[src/verilog/mpf_pkg.sv]
package mpf_pkg;

    // ====================
    // Address
    // ====================

    // Width of a cache-line address
    // All edge, FIFO and pipeline stages carry it unchanged
    localparam int ADDR_WIDTH = 42;

    // ====================
    // Request length
    // ====================

    // Beat-count code of a write request
    // The number of beats is always the code plus one, so a 3-beat code is not legal
    typedef enum logic [1:0]
    {
        CL_LEN_1 = 2'd0,
        CL_LEN_2 = 2'd1,
        CL_LEN_4 = 2'd3
    } cl_len_t;

    // Count of beats that are still to be emitted for the current request
    // Loaded from the cl_len_t code on the first beat and counted down after that
    typedef logic [1:0] beat_cnt_t;

endpackage

[src/verilog/mpf_shim_pipe.sv]
module mpf_shim_pipe
#(
    parameter int PIPE_STAGES = 3,
    parameter int N_HEAP_ENTRIES = 64
)
(
    input  logic                              clk,
    input  logic                              reset,

    input  logic                              ctl_in_valid,
    input  mpf_pkg::cl_len_t                  ctl_in_len,
    input  logic [mpf_pkg::ADDR_WIDTH-1:0]    ctl_in_addr,
    input  logic [$clog2(N_HEAP_ENTRIES)-1:0] ctl_in_idx,

    output logic                              ctl_out_valid,
    output mpf_pkg::cl_len_t                  ctl_out_len,
    output logic [mpf_pkg::ADDR_WIDTH-1:0]    ctl_out_addr,
    output logic [$clog2(N_HEAP_ENTRIES)-1:0] ctl_out_idx,

    input  logic                              fifo_almost_full,
    output logic                              pipe_almost_full
);

    import mpf_pkg::*;

    localparam int IDX_WIDTH = $clog2(N_HEAP_ENTRIES);

    logic [PIPE_STAGES-1:0] valid_q;
    cl_len_t                len_q  [PIPE_STAGES];
    logic [ADDR_WIDTH-1:0]  addr_q [PIPE_STAGES];
    logic [IDX_WIDTH-1:0]   idx_q  [PIPE_STAGES];

    // Hold back-pressure while any header is still in flight so the FIFO at
    // the far end never sees more than it can absorb
    assign pipe_almost_full = fifo_almost_full || (|valid_q);

    always_ff @(posedge clk)
    begin
        if (reset)
        begin
            valid_q <= '0;
        end
        else
        begin
            for (int i = PIPE_STAGES - 1; i > 0; i--)
            begin
                valid_q[i] <= valid_q[i-1];
            end
            valid_q[0] <= ctl_in_valid;
        end
    end

    always_ff @(posedge clk)
    begin
        for (int i = PIPE_STAGES - 1; i > 0; i--)
        begin
            len_q[i] <= len_q[i-1];
            addr_q[i] <= addr_q[i-1];
            idx_q[i] <= idx_q[i-1];
        end
        len_q[0] <= ctl_in_len;
        addr_q[0] <= ctl_in_addr;
        idx_q[0] <= ctl_in_idx;
    end

    assign ctl_out_valid = valid_q[PIPE_STAGES-1];
    assign ctl_out_len = len_q[PIPE_STAGES-1];
    assign ctl_out_addr = addr_q[PIPE_STAGES-1];
    assign ctl_out_idx = idx_q[PIPE_STAGES-1];

endmodule

[config.mk]
export PLATFORM = sky130hd
export DESIGN_NAME = mpf_shim_pipe
export DESIGN_NICKNAME = d
export VERILOG_FILES = /design/src/verilog/mpf_pkg.sv /design/src/verilog/mpf_shim_pipe.sv
export SDC_FILE = /design/constraint.sdc
export NUM_CORES = 1
export LEC_CHECK = 0
export ABC_AREA = 1
export BUFFER_PORTS_ARGS = -buffer_cell sky130_fd_sc_hd__buf_2
export CORE_UTILIZATION = 48
export CTS_CLUSTER_SIZE = 14
export DETAILED_ROUTE_END_ITERATION = 12
export PLACE_DENSITY = 0.83
export SLEW_MARGIN = 25
export SYNTH_ARGS = -nofsm -noshare
export SYNTH_HDL_FRONTEND = slang
export SYNTH_SLANG_ARGS = --single-unit
[constraint.sdc]
create_clock -name clk -period 0.8 [get_ports clk]
set_input_delay 0.12 -clock clk [delete_from_list [all_inputs] [get_ports clk]]
set_output_delay 0.12 -clock clk [all_outputs]
set_load 0.05 [all_outputs]
After elaboration in Yosys (flattened, before gate mapping)

Memory sizes are Yosys's and may differ from the RTL's.
Cells that the tools add are included.

Register bits: 3
RAM bits: 150
Bits in latches: 0
Memories: 3
Word-level logic and storage cells: 6
Bits of input ports: 54
ROM bits: 0
Output and inout port bits: 52

Multiply operators: 0
Reductions and logical operators: 2
Equal/unequal tests: 0
Bitwise logic cells: 0
Add/subtract/negate cells: 0
Magnitude comparators: 0
Shifts and indexed selects: 0
Muxes and demuxes: 0
Div/mod/pow operators: 0

Memories:

| memory | words | width | rd ports | clocked after Yosys merged registers in | write ports | RTL line            | text |
|---|---|---|---|---|---|---|---|
| addr_q | 3     | 42    | 3        | 0                                       | 3           | mpf_shim_pipe.sv:30 | `logic [ADDR_WIDTH-1:0] addr_q [PIPE_STAGES];` |
| idx_q  | 3     | 6     | 3        | 0                                       | 3           | mpf_shim_pipe.sv:31 | `logic [IDX_WIDTH-1:0] idx_q [PIPE_STAGES];` |
| len_q  | 3     | 2     | 3        | 0                                       | 3           | mpf_shim_pipe.sv:29 | `cl_len_t len_q [PIPE_STAGES];` |

Operator list:

| operator           | count |
|---|---|
| OR reduction 3 bit | 1 |
| logical OR 1 bit   | 1 |

Longest topological paths before layout

Gate-level depths: netlist of run 1.

Depth in word-level cells: 2
Depth in mapped cells: 2
Mapped depth without buffers: 2

Least setup slack after synthesis of run 1

Ideal clock, no wire load.

Path type: flip-flop to output port
From: register valid_q[2]
To: output pipe_almost_full
Data required time: 0.680 ns
Path buffers: 0
Stages on the path, launching flop included: 3
Slack: -0.361 ns
Arrival: 1.041 ns
Cell sequence: dfxtp_1 -> nor2_1 -> nand2_1

Cells in the longest elaborated chain, start to end: 2

Ends and longest elaborated chain:

| element                          | RTL line            | text |
|---|---|---|
| start: declaration               | mpf_shim_pipe.sv:28 | `logic [PIPE_STAGES-1:0] valid_q;` |
| start signal: indexed assignment | mpf_shim_pipe.sv:47 | `valid_q[i] <= valid_q[i-1];` |
| OR reduction 3 bit               | mpf_shim_pipe.sv:35 | `assign pipe_almost_full = fifo_almost_full \|\| (\|valid_q);` |
| logical OR 1 bit                 | mpf_shim_pipe.sv:35 |  |
| end: declaration                 | mpf_shim_pipe.sv:21 | `output logic pipe_almost_full` |

Every way passes these cells.

Worst setup path after layout of run 1

From: register valid_q[1]
To: output pipe_almost_full

Same word-level chain as after synthesis.

==> results of run 1 <==
## state kept, by name (all words and copies together), names as in the netlist
signal / count
idx_q: 18
len_q: 6
valid_q: 3
addr_q: 126
## layer usage
layer | wire length, um | vias to the layer above
met3 | 378 | 4
met5 | 0 | -
met2 | 3340 | 67
met4 | 31 | 0
met1 | 1860 | 780
li1 | - | 849
## timing repair
item | in CTS | in global routing
hold endpoints to repair | 53 | 0
resized for setup | 181 | 27
endpoints found under the setup margin | 52 | 52
hold buffers | 52 | 0
pin swaps | 2 | 1
setup buffers | 0 | 0
## report_power, final
group | switching (uW) | internal [uW]
Sequential | 154 | 8060
Clock | 3060 | 4210
Combinational | 638 | 621
Total | 3860 | 12900
## worst register-to-register path: stages, from the launching register on
cell     delay, ns
dfxtp_2       0.36
inv_1         0.06
nor2_1        0.10
## path summary, 6_finish.rpt
check                endpoint
max          pipe_almost_full
min reg2reg      idx_q[0][17]
max reg2reg        valid_q[1]
min              addr_q[0][5]
## kinds of logic after synthesis
family / share of synthesized area
flops: 0.882
buf+inv: 0.111
simple gates: 0.00649
## through the flow
stage | instance area, um2 | setup TNS (ns) | util
after floorplan | 3480 | 0 | -
after global placement | 3750 | 0 | 0.543
after detailed placement | 3750 | 0 | 0.543
after CTS | 5320 | -16.50 | 0.770
after global routing | 5420 | -17.55 | 0.784
final | 5420 | -14.99 | 0.784
## cell usage in the layout, fill, tap and decap left out, drive strengths merged
cell type	synthesis	final
nor2	5	5
clkinvlp	0	5
clkbuf	0	18
bufinv	0	1
dfxtp	153	153
inv	3	8
nand2	1	1
clkinv	0	3
dlygate4sd3	0	52
buf	50	105
## area by class of cell
class | count | area (um2)
Timing Repair Buffer | 157 | 1560
Clock buffer | 18 | 418
Fill cell | 394 | 1490
Multi-Input combinational cell | 6 | 40.0
Sequential cell | 153 | 3130
Tap cell | 96 | 120
Clock inverter | 14 | 141
Inverter | 3 | 11.3
==> flow_results.xml, run 1 <==
<?xml version="1.0" encoding="UTF-8"?>
<metrics>
  <group name="clock_tree">
    <metric name="ctsLongestPathBuffers" unit="">2</metric>
    <metric name="worst_setup_hold_path_clk_slew" unit="ns">0.06</metric>
    <metric name="number_of_h_tree_levels" unit="">4</metric>
    <metric name="cts-buffers-inserted" unit="">17</metric>
    <metric name="cts_root_buf" unit="">clkbuf_8</metric>
    <metric name="clkLatencyLatePin" unit="ns">0.49</metric>
    <metric name="clock_tree_from_tritoncts" unit="">yes</metric>
    <metric name="cts_num_sinks" unit="">153</metric>
  </group>
  <group name="global_routing">
    <metric name="pin_count_of_the_biggest_net_entering_global_routing" unit="">17</metric>
    <metric name="antenna_violations_before_repair" unit="">0</metric>
    <metric name="global_route.usage.total" unit="">0.162</metric>
    <metric name="grt_busiest_layer" unit="">met2</metric>
    <metric name="grt_first_pass_wirelength" unit="um">8390</metric>
    <metric name="use_met2" unit="">0.315</metric>
    <metric name="grt_remaining_overflow" unit="">0</metric>
    <metric name="met3_usage" unit="">0.0882</metric>
    <metric name="globalRouteMet1Util" unit="">0.128</metric>
    <metric name="grt_pass1_vias" unit="">1856</metric>
  </group>
  <group name="placed_design">
    <metric name="numPlacedInstances" unit="">363</metric>
    <metric name="dp_hpwl" unit="um">2670</metric>
    <metric name="place_ws" unit="ns">0.0119</metric>
    <metric name="place.port_buffers" unit="">105</metric>
    <metric name="gp_congestion" unit="">0.603</metric>
  </group>
  <group name="die">
    <metric name="rows" unit="">30</metric>
    <metric name="floorplan.io_pins" unit="">106</metric>
    <metric name="floorplan.die_area" unit="um2">7580</metric>
    <metric name="coreArea" unit="um2">6910</metric>
    <metric name="die-width" unit="um">87.1</metric>
    <metric name="start_util" unit="">0.503</metric>
    <metric name="floorplan.die.height" unit="um">87.1</metric>
  </group>
  <group name="critical_path">
    <metric name="critPathKind" unit="">flop to output port</metric>
    <metric name="critical_path_required" unit="ns">0.68</metric>
    <metric name="cp_cell_sequence" unit="">nor2_4 &gt; nand2_2 &gt; buf_8</metric>
    <metric name="crit_path_max_fanout" unit="">2</metric>
    <metric name="slowest_stage" unit="">dfxtp_2</metric>
    <metric name="worst_reg2reg_path_length_in_cells" unit="">2</metric>
    <metric name="cp.depth" unit="">3</metric>
    <metric name="startpoint_type" unit="">flop</metric>
    <metric name="crit_path_start" unit="">valid_q[1]</metric>
    <metric name="worst_setup_path_end_kind" unit="">output port</metric>
    <metric name="cp_num_buf_inv" unit="">1</metric>
    <metric name="reg2reg_from" unit="">valid_q[0]</metric>
    <metric name="regToRegSetupSlack" unit="ns">0.21</metric>
    <metric name="critical_path.max_stage_delay" unit="ns">0.34</metric>
    <metric name="timing.critical_path.max_delay_family" unit="">flip-flops</metric>
    <metric name="worst_ep_arrival_time" unit="ns">1.18</metric>
  </group>
  <group name="sta">
    <metric name="max_clock_freq" unit="GHz">0.772</metric>
    <metric name="slew_of_the_pin_with_the_lowest_slew_margin" unit="ns">0.265</metric>
    <metric name="whs" unit="ns">0.261</metric>
    <metric name="period_minus_slack" unit="ns">1.30</metric>
    <metric name="setup_viol" unit="">52</metric>
    <metric name="report.final.hold_viol_count" unit="">0</metric>
    <metric name="number_of_max_slew_violations_in_the_final_report" unit="">0</metric>
    <metric name="slew-limit-headroom" unit="">0.823</metric>
    <metric name="rsz_0062_raised_after_global_routing" unit="">yes</metric>
    <metric name="clock_skew" unit="ns">0.00438</metric>
    <metric name="post-route-period-util" unit="">1.62</metric>
    <metric name="final.setup.worst_slack" unit="ns">-0.496</metric>
  </group>
  <group name="synthesis">
    <metric name="synth.most_common_cell" unit="">dfxtp_1</metric>
    <metric name="postSynthNetCount" unit="">266</metric>
    <metric name="netlist_top_cells_count" unit="">dfxtp_1 (153), buf_4 (50), nor2_1 (5)</metric>
    <metric name="ys_seq_elements" unit="">153</metric>
    <metric name="seq_area_frac_synth" unit="">0.882</metric>
    <metric name="postSynth.asyncResetShare" unit="">0</metric>
    <metric name="synthCells" unit="">212</metric>
    <metric name="post-synth-top-area-fraction" unit="">0.882</metric>
    <metric name="mappedNetlistArea" unit="um2">3470</metric>
    <metric name="cell_types_with_the_largest_area_share_after_synthesis" unit="">dfxtp_1 (88%), buf_4 (11%), nor2_1 (0.54%), inv_1 (0.32%), nand2_1 (0.11%)</metric>
    <metric name="syn_avg_cell_area" unit="um2">16.4</metric>
    <metric name="ys_dominant_reg_cell" unit="">dfxtp_1</metric>
    <metric name="yosys_warning_total" unit="">0</metric>
    <metric name="leading_area_contributor_after_synthesis" unit="">dfxtp_1</metric>
    <metric name="count_of_cell_types_in_the_netlist" unit="">5</metric>
    <metric name="synth_enable_flop_cells" unit="">0</metric>
  </group>
  <group name="drt">
    <metric name="dr_total_vias" unit="">1700</metric>
    <metric name="first_pass_iters" unit="">3</metric>
    <metric name="via_count_normalized_by_instance_count" unit="">3.80</metric>
    <metric name="post_drt_wl_per_cell" unit="um">12.5</metric>
    <metric name="drt.antenna.violating_nets" unit="">0</metric>
    <metric name="first_iter_violations" unit="">34</metric>
    <metric name="post-route-drc-count" unit="">0</metric>
    <metric name="wirelength" unit="um">5610</metric>
  </group>
  <group name="power_and_ir_drop">
    <metric name="design_power_total" unit="uW">16700</metric>
    <metric name="vdd.ir_drop.worst" unit="mV">1.94</metric>
    <metric name="power_leakage" unit="uW">0.00238</metric>
    <metric name="power.density" unit="nW/um2">3090</metric>
  </group>
  <group name="cells_and_area">
    <metric name="layout-drive-gt1-share" unit="">0.547</metric>
    <metric name="final_cell_count_no_fill" unit="">447</metric>
    <metric name="nets" unit="">392</metric>
    <metric name="antenna_cells_inserted" unit="">0</metric>
    <metric name="synthToLayoutAreaGrowth" unit="%">56.0</metric>
  </group>
  <group name="worst_hold_path">
    <metric name="min_path_cells" unit="">2</metric>
    <metric name="hold_class" unit="">input port to flop</metric>
    <metric name="timing.hold.worst.start" unit="">ctl_in_addr[5]</metric>
  </group>
  <group name="run_status">
    <metric name="violations_in_the_final_reports" unit="">setup timing</metric>
    <metric name="run_status" unit="">complete, but fails checks</metric>
  </group>
  <group name="flow_run">
    <metric name="maxCapViolCount" unit="">0</metric>
  </group>
</metrics>
(Power assumes the default switching activity.)
==> run 2, diff against run 1 <==
Settings changed: CORE_ASPECT_RATIO set to 0.7, CORE_UTILIZATION 48 to 45, PLACE_DENSITY 0.83 to 0.79.
Clock period 0.8 ns to 1.33 ns, I/O delays scaled along.
==> run 2 against run 1 <==
The run still ends with setup timing left. Die area is 6.6% higher. Flip-flop and latch count stayed put. Power is 41% lower. Combinational power is 52% lower. Utilization is 12 points lower. Clock power is 40% lower. Worst setup slack better by 0.45 ns. Routed wire length is 4.2% lower. Worst hold slack better by 0.059 ns. Critical path depth stayed put. Critical endpoint unchanged. Largest cell class unchanged.
==> flow_results.xml, run 2 (synthesis gave the netlist of run 1 again) <==
<?xml version="1.0" encoding="UTF-8"?>
<metrics>
  <group name="run_status">
    <metric name="run_status" unit="">complete, but fails checks</metric>
    <metric name="violations_in_the_final_reports" unit="">setup timing</metric>
  </group>
  <group name="cells_and_area">
    <metric name="top_register" unit="">addr_q</metric>
    <metric name="num-fill-cells" unit="">485</metric>
    <metric name="design_area" unit="um2">4880</metric>
    <metric name="largest_reg_flops" unit="">126</metric>
    <metric name="most-common-layout-cells" unit="">dfxtp_1 (152), buf_2 (86), dlygate4sd3_1 (52)</metric>
    <metric name="antenna_cells_inserted" unit="">0</metric>
    <metric name="largestRegisters" unit="">addr_q x126, idx_q x18, len_q x6</metric>
    <metric name="layout-drive-gt1-share" unit="">0.394</metric>
    <metric name="layout_commonest_cell" unit="">dfxtp_1</metric>
    <metric name="synthToLayoutAreaGrowth" unit="%">40.7</metric>
    <metric name="nets" unit="">393</metric>
    <metric name="final_util" unit="">0.661</metric>
  </group>
  <group name="power_and_ir_drop">
    <metric name="share_comb_of_total_power" unit="">0.062</metric>
    <metric name="switching_part_of_the_total_power" unit="">0.212</metric>
    <metric name="net_switching_component_of_the_power" unit="uW">2080</metric>
    <metric name="power_frac_seq" unit="">0.497</metric>
    <metric name="p_clk_frac" unit="">0.441</metric>
    <metric name="design_power_total" unit="uW">9840</metric>
    <metric name="power.density" unit="nW/um2">2010</metric>
    <metric name="vdd.ir_drop.worst" unit="mV">1.41</metric>
    <metric name="power_leakage" unit="uW">0.00223</metric>
    <metric name="internal-power" unit="uW">7760</metric>
  </group>
  <group name="clock_tree">
    <metric name="cts_num_sinks" unit="">153</metric>
    <metric name="worst_setup_hold_path_clk_slew" unit="ns">0.06</metric>
    <metric name="cts_root_buf" unit="">clkbuf_8</metric>
    <metric name="number_of_h_tree_levels" unit="">4</metric>
    <metric name="cts-buffers-inserted" unit="">17</metric>
    <metric name="clkLatencyLatePin" unit="ns">0.51</metric>
    <metric name="ctsLongestPathBuffers" unit="">2</metric>
    <metric name="clock_tree_from_tritoncts" unit="">yes</metric>
  </group>
  <group name="drt">
    <metric name="via_count_normalized_by_instance_count" unit="">3.71</metric>
    <metric name="first_iter_violations" unit="">45</metric>
    <metric name="drt.antenna.violating_nets" unit="">0</metric>
    <metric name="wl_met1" unit="um">2030</metric>
    <metric name="post_drt_wl_per_cell" unit="um">12.0</metric>
    <metric name="wirelength" unit="um">5370</metric>
    <metric name="dr_total_vias" unit="">1661</metric>
    <metric name="topRoutingLayerUsed" unit="">met4</metric>
    <metric name="first_pass_iters" unit="">2</metric>
    <metric name="met3_wirelength" unit="um">514</metric>
    <metric name="post-route-drc-count" unit="">0</metric>
    <metric name="met2_wirelength" unit="um">2710</metric>
  </group>
  <group name="placed_design">
    <metric name="post_dp_cell_area" unit="um2">3740</metric>
    <metric name="gp_congestion" unit="">0.689</metric>
    <metric name="place_ws" unit="ns">0.457</metric>
    <metric name="place.port_buffers" unit="">105</metric>
    <metric name="dp_hpwl" unit="um">2730</metric>
  </group>
  <group name="die">
    <metric name="floorplan.die_area" unit="um2">8080</metric>
    <metric name="floorplan.die.height" unit="um">75.5</metric>
    <metric name="coreArea" unit="um2">7380</metric>
    <metric name="floorplan.io_pins" unit="">106</metric>
    <metric name="rows" unit="">26</metric>
    <metric name="die-width" unit="um">107</metric>
    <metric name="start_util" unit="">0.470</metric>
  </group>
  <group name="sta">
    <metric name="slew-limit-headroom" unit="">0.808</metric>
    <metric name="period_minus_slack" unit="ns">1.38</metric>
    <metric name="final.setup.worst_slack" unit="ns">-0.0450</metric>
    <metric name="clock_skew" unit="ns">0.00483</metric>
    <metric name="max_clock_freq" unit="GHz">0.727</metric>
    <metric name="whs" unit="ns">0.320</metric>
    <metric name="setup_viol" unit="">1</metric>
    <metric name="number_of_max_slew_violations_in_the_final_report" unit="">0</metric>
    <metric name="rsz_0062_raised_after_global_routing" unit="">yes</metric>
    <metric name="post-route-period-util" unit="">1.03</metric>
    <metric name="report.final.hold_viol_count" unit="">0</metric>
    <metric name="slew_of_the_pin_with_the_lowest_slew_margin" unit="ns">0.288</metric>
  </group>
  <group name="critical_path">
    <metric name="critical_path.max_stage_delay" unit="ns">0.32</metric>
    <metric name="reg2reg_from" unit="">valid_q[1]</metric>
    <metric name="startpoint_type" unit="">flop</metric>
    <metric name="endpoint" unit="">pipe_almost_full</metric>
    <metric name="regToRegSetupSlack" unit="ns">0.68</metric>
    <metric name="cp_cell_sequence" unit="">nor2_2 &gt; nand2_1 &gt; buf_6</metric>
    <metric name="worst_setup_path_end_kind" unit="">output port</metric>
    <metric name="r2r-end" unit="">valid_q[2]</metric>
    <metric name="critical_path_required" unit="ns">1.13</metric>
    <metric name="worst_ep_arrival_time" unit="ns">1.18</metric>
    <metric name="crit_path_max_fanout" unit="">2</metric>
    <metric name="crit_path_start" unit="">valid_q[2]</metric>
    <metric name="critPathKind" unit="">flop to output port</metric>
    <metric name="worst_reg2reg_path_length_in_cells" unit="">3</metric>
    <metric name="slowest_stage" unit="">dfxtp_1</metric>
  </group>
  <group name="flow_run">
    <metric name="maxCapViolCount" unit="">0</metric>
  </group>
  <group name="global_routing">
    <metric name="pin_count_of_the_biggest_net_entering_global_routing" unit="">17</metric>
    <metric name="antenna_violations_before_repair" unit="">0</metric>
    <metric name="grt_remaining_overflow" unit="">0</metric>
    <metric name="global_route.usage.total" unit="">0.141</metric>
    <metric name="grt_first_pass_wirelength" unit="um">7670</metric>
    <metric name="grt_pass1_vias" unit="">1715</metric>
  </group>
  <group name="worst_hold_path">
    <metric name="hold_class" unit="">flop to flop</metric>
  </group>
</metrics>
-- run 2: cell count changes in the layout (fill, tap and decap cells not counted), moves of 3 or more --
cell / previous run / this run
buf_2: 53 / 86
buf_8: 49 / 0
dfxtp_2: 52 / 1
clkbuf_8: 1 / 6
dfxtp_1: 100 / 152
clkbuf_4: 0 / 17
inv_8: 3 / 0
-- run 2: power by group through the flow --
stage / logic (uW) / clock network [uW] / registers, uW
6_report: 608 / 4340 / 4890
5_1_grt: 634 / 4640 / 4910
4_1_cts: 585 / 4440 / 4890
3_5_place_dp: 462 / 0 / 4990
2_1_floorplan: 418 / 0 / 4970
3_3_place_gp: 459 / 0 / 4970
-- run 2: worst max-delay path: cells and delay by family (launching register included) --
family,cells,cell delay (ns)
simple gates,2,0.18
buf+inv,1,0.16
flops,1,0.32
-- run 2: repair_timing --
item / in CTS / in global routing
hold buffers: 52 / 0
pin swaps: 1 / 1
setup buffers: 0 / 1
hold endpoints to repair: 53 / 0
gates resized for setup: 4 / 19
endpoints found under the setup margin: 2 / 18
-- run 2: cell type report --
| cell class | count | area (um2) | area share |
|---|---|---|---|
| inverter | 3 | 11.3 | 0.00231 |
| sequential | 153 | 3060 | 0.627 |
| clock inverter | 7 | 67.6 | 0.0138 |
| multi-input combinational | 6 | 27.5 | 0.00564 |
| clock buffer | 23 | 487 | 0.0996 |
| timing repair buffer | 158 | 1100 | 0.226 |
| tap | 98 | 123 | 0.0251 |
-- run 2: routing by layer --
layer  global-route usage  vias up
met3                0.102        9
met2                0.242       80
met1                0.120      724
met5                    0        -
li1                     -      848
met4               0.0913        0
-- run 2: how the worst min path moves through the flow --
| stage | from | to | cells past startpoint |
|---|---|---|---|
| floorplan | ctl_in_addr[0] | addr_q[0][0] | 0 |
| global placement | ctl_in_addr[20] | addr_q[0][20] | 1 |
| detailed placement | ctl_in_addr[9] | addr_q[0][9] | 1 |
| CTS | ctl_in_addr[6] | addr_q[0][6] | 2 |
| global route | ctl_in_addr[35] | addr_q[0][35] | 2 |
| finish | addr_q[0][46] | addr_q[0][88] | 0 |
-- run 2: through the flow --
step	std cells	setup TNS, ns
6_report	448	-0.0450
5_1_grt	448	-0.116
4_1_cts	447	-0.0584
3_5_place_dp	365	0
3_3_place_gp	365	0
2_1_floorplan	212	0
==> run 3, diff against run 2 <==
Settings changed: CORE_MARGIN set to 8, RECOVER_POWER set to 100.
==> run 3 against run 2 <==
The flow now finishes without violations. Design area is essentially flat. Combinational power about the same. Clock power up 5.5%. Via count increased by 3.4%. Worst setup slack improved by 0.052 ns. Worst hold slack improved by 0.0024 ns. Register-to-register slack better by 0.11 ns. Critical path depth unchanged. Sequential share of layout area about the same. Flip-flop and latch count unchanged. Critical path type unchanged.
==> flow_results.xml, run 3 (synthesis gave the netlist of run 1 again) <==
<?xml version="1.0" encoding="UTF-8"?>
<metrics>
  <group name="drt">
    <metric name="post-route-drc-count" unit="">0</metric>
    <metric name="first_iter_violations" unit="">70</metric>
    <metric name="post_drt_wl_per_cell" unit="um">13.6</metric>
    <metric name="wirelength" unit="um">6060</metric>
    <metric name="first_pass_iters" unit="">4</metric>
    <metric name="via_count_normalized_by_instance_count" unit="">3.85</metric>
    <metric name="drt.antenna.violating_nets" unit="">0</metric>
    <metric name="dr_total_vias" unit="">1718</metric>
  </group>
  <group name="critical_path">
    <metric name="worst_ep_arrival_time" unit="ns">1.12</metric>
    <metric name="timing.critical_path.max_delay_family" unit="">flip-flops</metric>
    <metric name="cp_num_buf_inv" unit="">1</metric>
    <metric name="critPathKind" unit="">flop to output port</metric>
    <metric name="slowest_stage" unit="">dfxtp_2</metric>
    <metric name="r2r-end" unit="">valid_q[1]</metric>
    <metric name="worst_setup_path_end_kind" unit="">output port</metric>
    <metric name="critical_path_required" unit="ns">1.13</metric>
    <metric name="reg2reg_from" unit="">valid_q[0]</metric>
    <metric name="worst_reg2reg_path_length_in_cells" unit="">2</metric>
    <metric name="crit_path_start" unit="">valid_q[2]</metric>
    <metric name="regToRegSetupSlack" unit="ns">0.79</metric>
    <metric name="crit_path_max_fanout" unit="">2</metric>
    <metric name="cp_cell_sequence" unit="">nor2_2 &gt; nand2_1 &gt; buf_6</metric>
    <metric name="critical_path.max_stage_delay" unit="ns">0.33</metric>
    <metric name="startpoint_type" unit="">flop</metric>
  </group>
  <group name="sta">
    <metric name="max_clock_freq" unit="GHz">0.756</metric>
    <metric name="post-route-period-util" unit="">0.995</metric>
    <metric name="number_of_max_slew_violations_in_the_final_report" unit="">0</metric>
    <metric name="clock_skew" unit="ns">0.00812</metric>
    <metric name="slew-limit-headroom" unit="">0.812</metric>
    <metric name="setup_viol" unit="">0</metric>
    <metric name="period_minus_slack" unit="ns">1.32</metric>
    <metric name="report.final.hold_viol_count" unit="">0</metric>
    <metric name="rsz_0062_raised_after_global_routing" unit="">yes</metric>
    <metric name="slew_of_the_pin_with_the_lowest_slew_margin" unit="ns">0.281</metric>
  </group>
  <group name="cells_and_area">
    <metric name="layout-drive-gt1-share" unit="">0.379</metric>
    <metric name="nets" unit="">392</metric>
    <metric name="antenna_cells_inserted" unit="">0</metric>
    <metric name="largest_reg_flops" unit="">126</metric>
    <metric name="final_cell_count_no_fill" unit="">446</metric>
    <metric name="most-common-layout-cells" unit="">dfxtp_1 (152), buf_2 (85), dlygate4sd3_1 (52)</metric>
    <metric name="layout_commonest_cell" unit="">dfxtp_1</metric>
    <metric name="top_register" unit="">addr_q</metric>
    <metric name="synthToLayoutAreaGrowth" unit="%">40.6</metric>
    <metric name="design_area" unit="um2">4880</metric>
    <metric name="num-fill-cells" unit="">515</metric>
    <metric name="final_util" unit="">0.661</metric>
    <metric name="largestRegisters" unit="">addr_q x126, idx_q x18, len_q x6</metric>
  </group>
  <group name="die">
    <metric name="die-width" unit="um">121</metric>
    <metric name="floorplan.die_area" unit="um2">10800</metric>
    <metric name="floorplan.io_pins" unit="">106</metric>
    <metric name="coreArea" unit="um2">7380</metric>
    <metric name="floorplan.die.height" unit="um">89.5</metric>
    <metric name="rows" unit="">26</metric>
    <metric name="start_util" unit="">0.470</metric>
  </group>
  <group name="power_and_ir_drop">
    <metric name="design_power_total" unit="uW">10100</metric>
    <metric name="vdd.ir_drop.worst" unit="mV">1.70</metric>
    <metric name="power.density" unit="nW/um2">2060</metric>
    <metric name="power_leakage" unit="uW">0.00224</metric>
  </group>
  <group name="worst_hold_path">
    <metric name="timing.hold.worst.start" unit="">addr_q[0][32]</metric>
    <metric name="hold-path-endpoint" unit="">addr_q[0][74]</metric>
    <metric name="min_path_cells" unit="">0</metric>
    <metric name="hold_class" unit="">flop to flop</metric>
  </group>
  <group name="clock_tree">
    <metric name="clkLatencyLatePin" unit="ns">0.50</metric>
    <metric name="ctsLongestPathBuffers" unit="">2</metric>
    <metric name="worst_setup_hold_path_clk_slew" unit="ns">0.06</metric>
    <metric name="cts-buffers-inserted" unit="">17</metric>
    <metric name="cts_num_sinks" unit="">153</metric>
    <metric name="cts_root_buf" unit="">clkbuf_8</metric>
    <metric name="number_of_h_tree_levels" unit="">4</metric>
    <metric name="clock_tree_from_tritoncts" unit="">yes</metric>
  </group>
  <group name="placed_design">
    <metric name="gp_congestion" unit="">0.674</metric>
    <metric name="post_dp_cell_area" unit="um2">3740</metric>
    <metric name="place.port_buffers" unit="">105</metric>
    <metric name="numPlacedInstances" unit="">365</metric>
    <metric name="dp_hpwl" unit="um">3610</metric>
  </group>
  <group name="global_routing">
    <metric name="grt_remaining_overflow" unit="">0</metric>
    <metric name="grt_first_pass_wirelength" unit="um">9200</metric>
    <metric name="antenna_violations_before_repair" unit="">0</metric>
    <metric name="global_route.usage.total" unit="">0.118</metric>
    <metric name="grt_pass1_vias" unit="">1949</metric>
    <metric name="pin_count_of_the_biggest_net_entering_global_routing" unit="">17</metric>
  </group>
  <group name="run_status">
    <metric name="run_status" unit="">finished, final reports clean</metric>
  </group>
  <group name="flow_run">
    <metric name="maxCapViolCount" unit="">0</metric>
  </group>
</metrics>
run 3: cell count changes in the layout (fill, tap and decap cells not counted), sizes merged:
cell | previous run | this run
buf | 89 | 88
clkinvlp | 3 | 0
clkbuf | 40 | 38
bufinv | 1 | 3
clkinv | 3 | 5
run 3: area by class of cell:
cell class                      instances  area [um2]  share of cell area
Tap cell                               98         123              0.0251
Inverter                                3        11.3             0.00231
Timing Repair Buffer                  157        1090               0.223
Multi-Input combinational cell          6        25.0             0.00513
Sequential cell                       153        3060               0.628
Clock inverter                          8         123              0.0251
Clock buffer                           21         449              0.0920
run 3: metal layers:
metal  global-route usage  vias up  wire length [um]
li1                     -      845                 -
met1               0.0998      779              2180
met2                0.199       80              2990
met3               0.0877       14               782
met4               0.0677        0               108
met5                    0        -                 0
run 3: repair_timing:
item	4_1_cts	5_1_grt
buffers inserted	0	0
endpoints found under the hold margin	53	0
pin swaps	2	3
endpoints found under the setup margin	3	16
gates resized for setup	5	15
hold buffers	52	0
run 3: worst max path at each step:
stage / end / depth (start not counted)
6_report: pipe_almost_full / 3
2_1_floorplan: pipe_almost_full / 2
4_1_cts: pipe_almost_full / 3
3_3_place_gp: pipe_almost_full / 3
3_5_place_dp: pipe_almost_full / 3
5_1_grt: pipe_almost_full / 3
run 3: power by group:
group	leakage, uW	internal (uW)	total (uW)	switching [uW]
clock	0.000283	2920	4580	1660
combinational	0.000661	225	607	382
sequential	0.00129	4830	4890	56.9
total	0.00224	7980	10100	2100
run 3: worst reg2reg max path, stage by stage (launching register included):
cell	delay [ns]
dfxtp_1	0.33
inv_1	0.05
nor2_1	0.10
run 3: stage by stage:
stage | hold WS [ns] | worst slack [ns] | TNS (ns)
2_1_floorplan | 0.227 | 0.0892 | 0
3_3_place_gp | 0.302 | 0.487 | 0
3_5_place_dp | 0.303 | 0.441 | 0
4_1_cts | 0.294 | -0.0521 | -0.0611
5_1_grt | 0.308 | -0.0662 | -0.0941
6_report | 0.323 | 0.00678 | 0
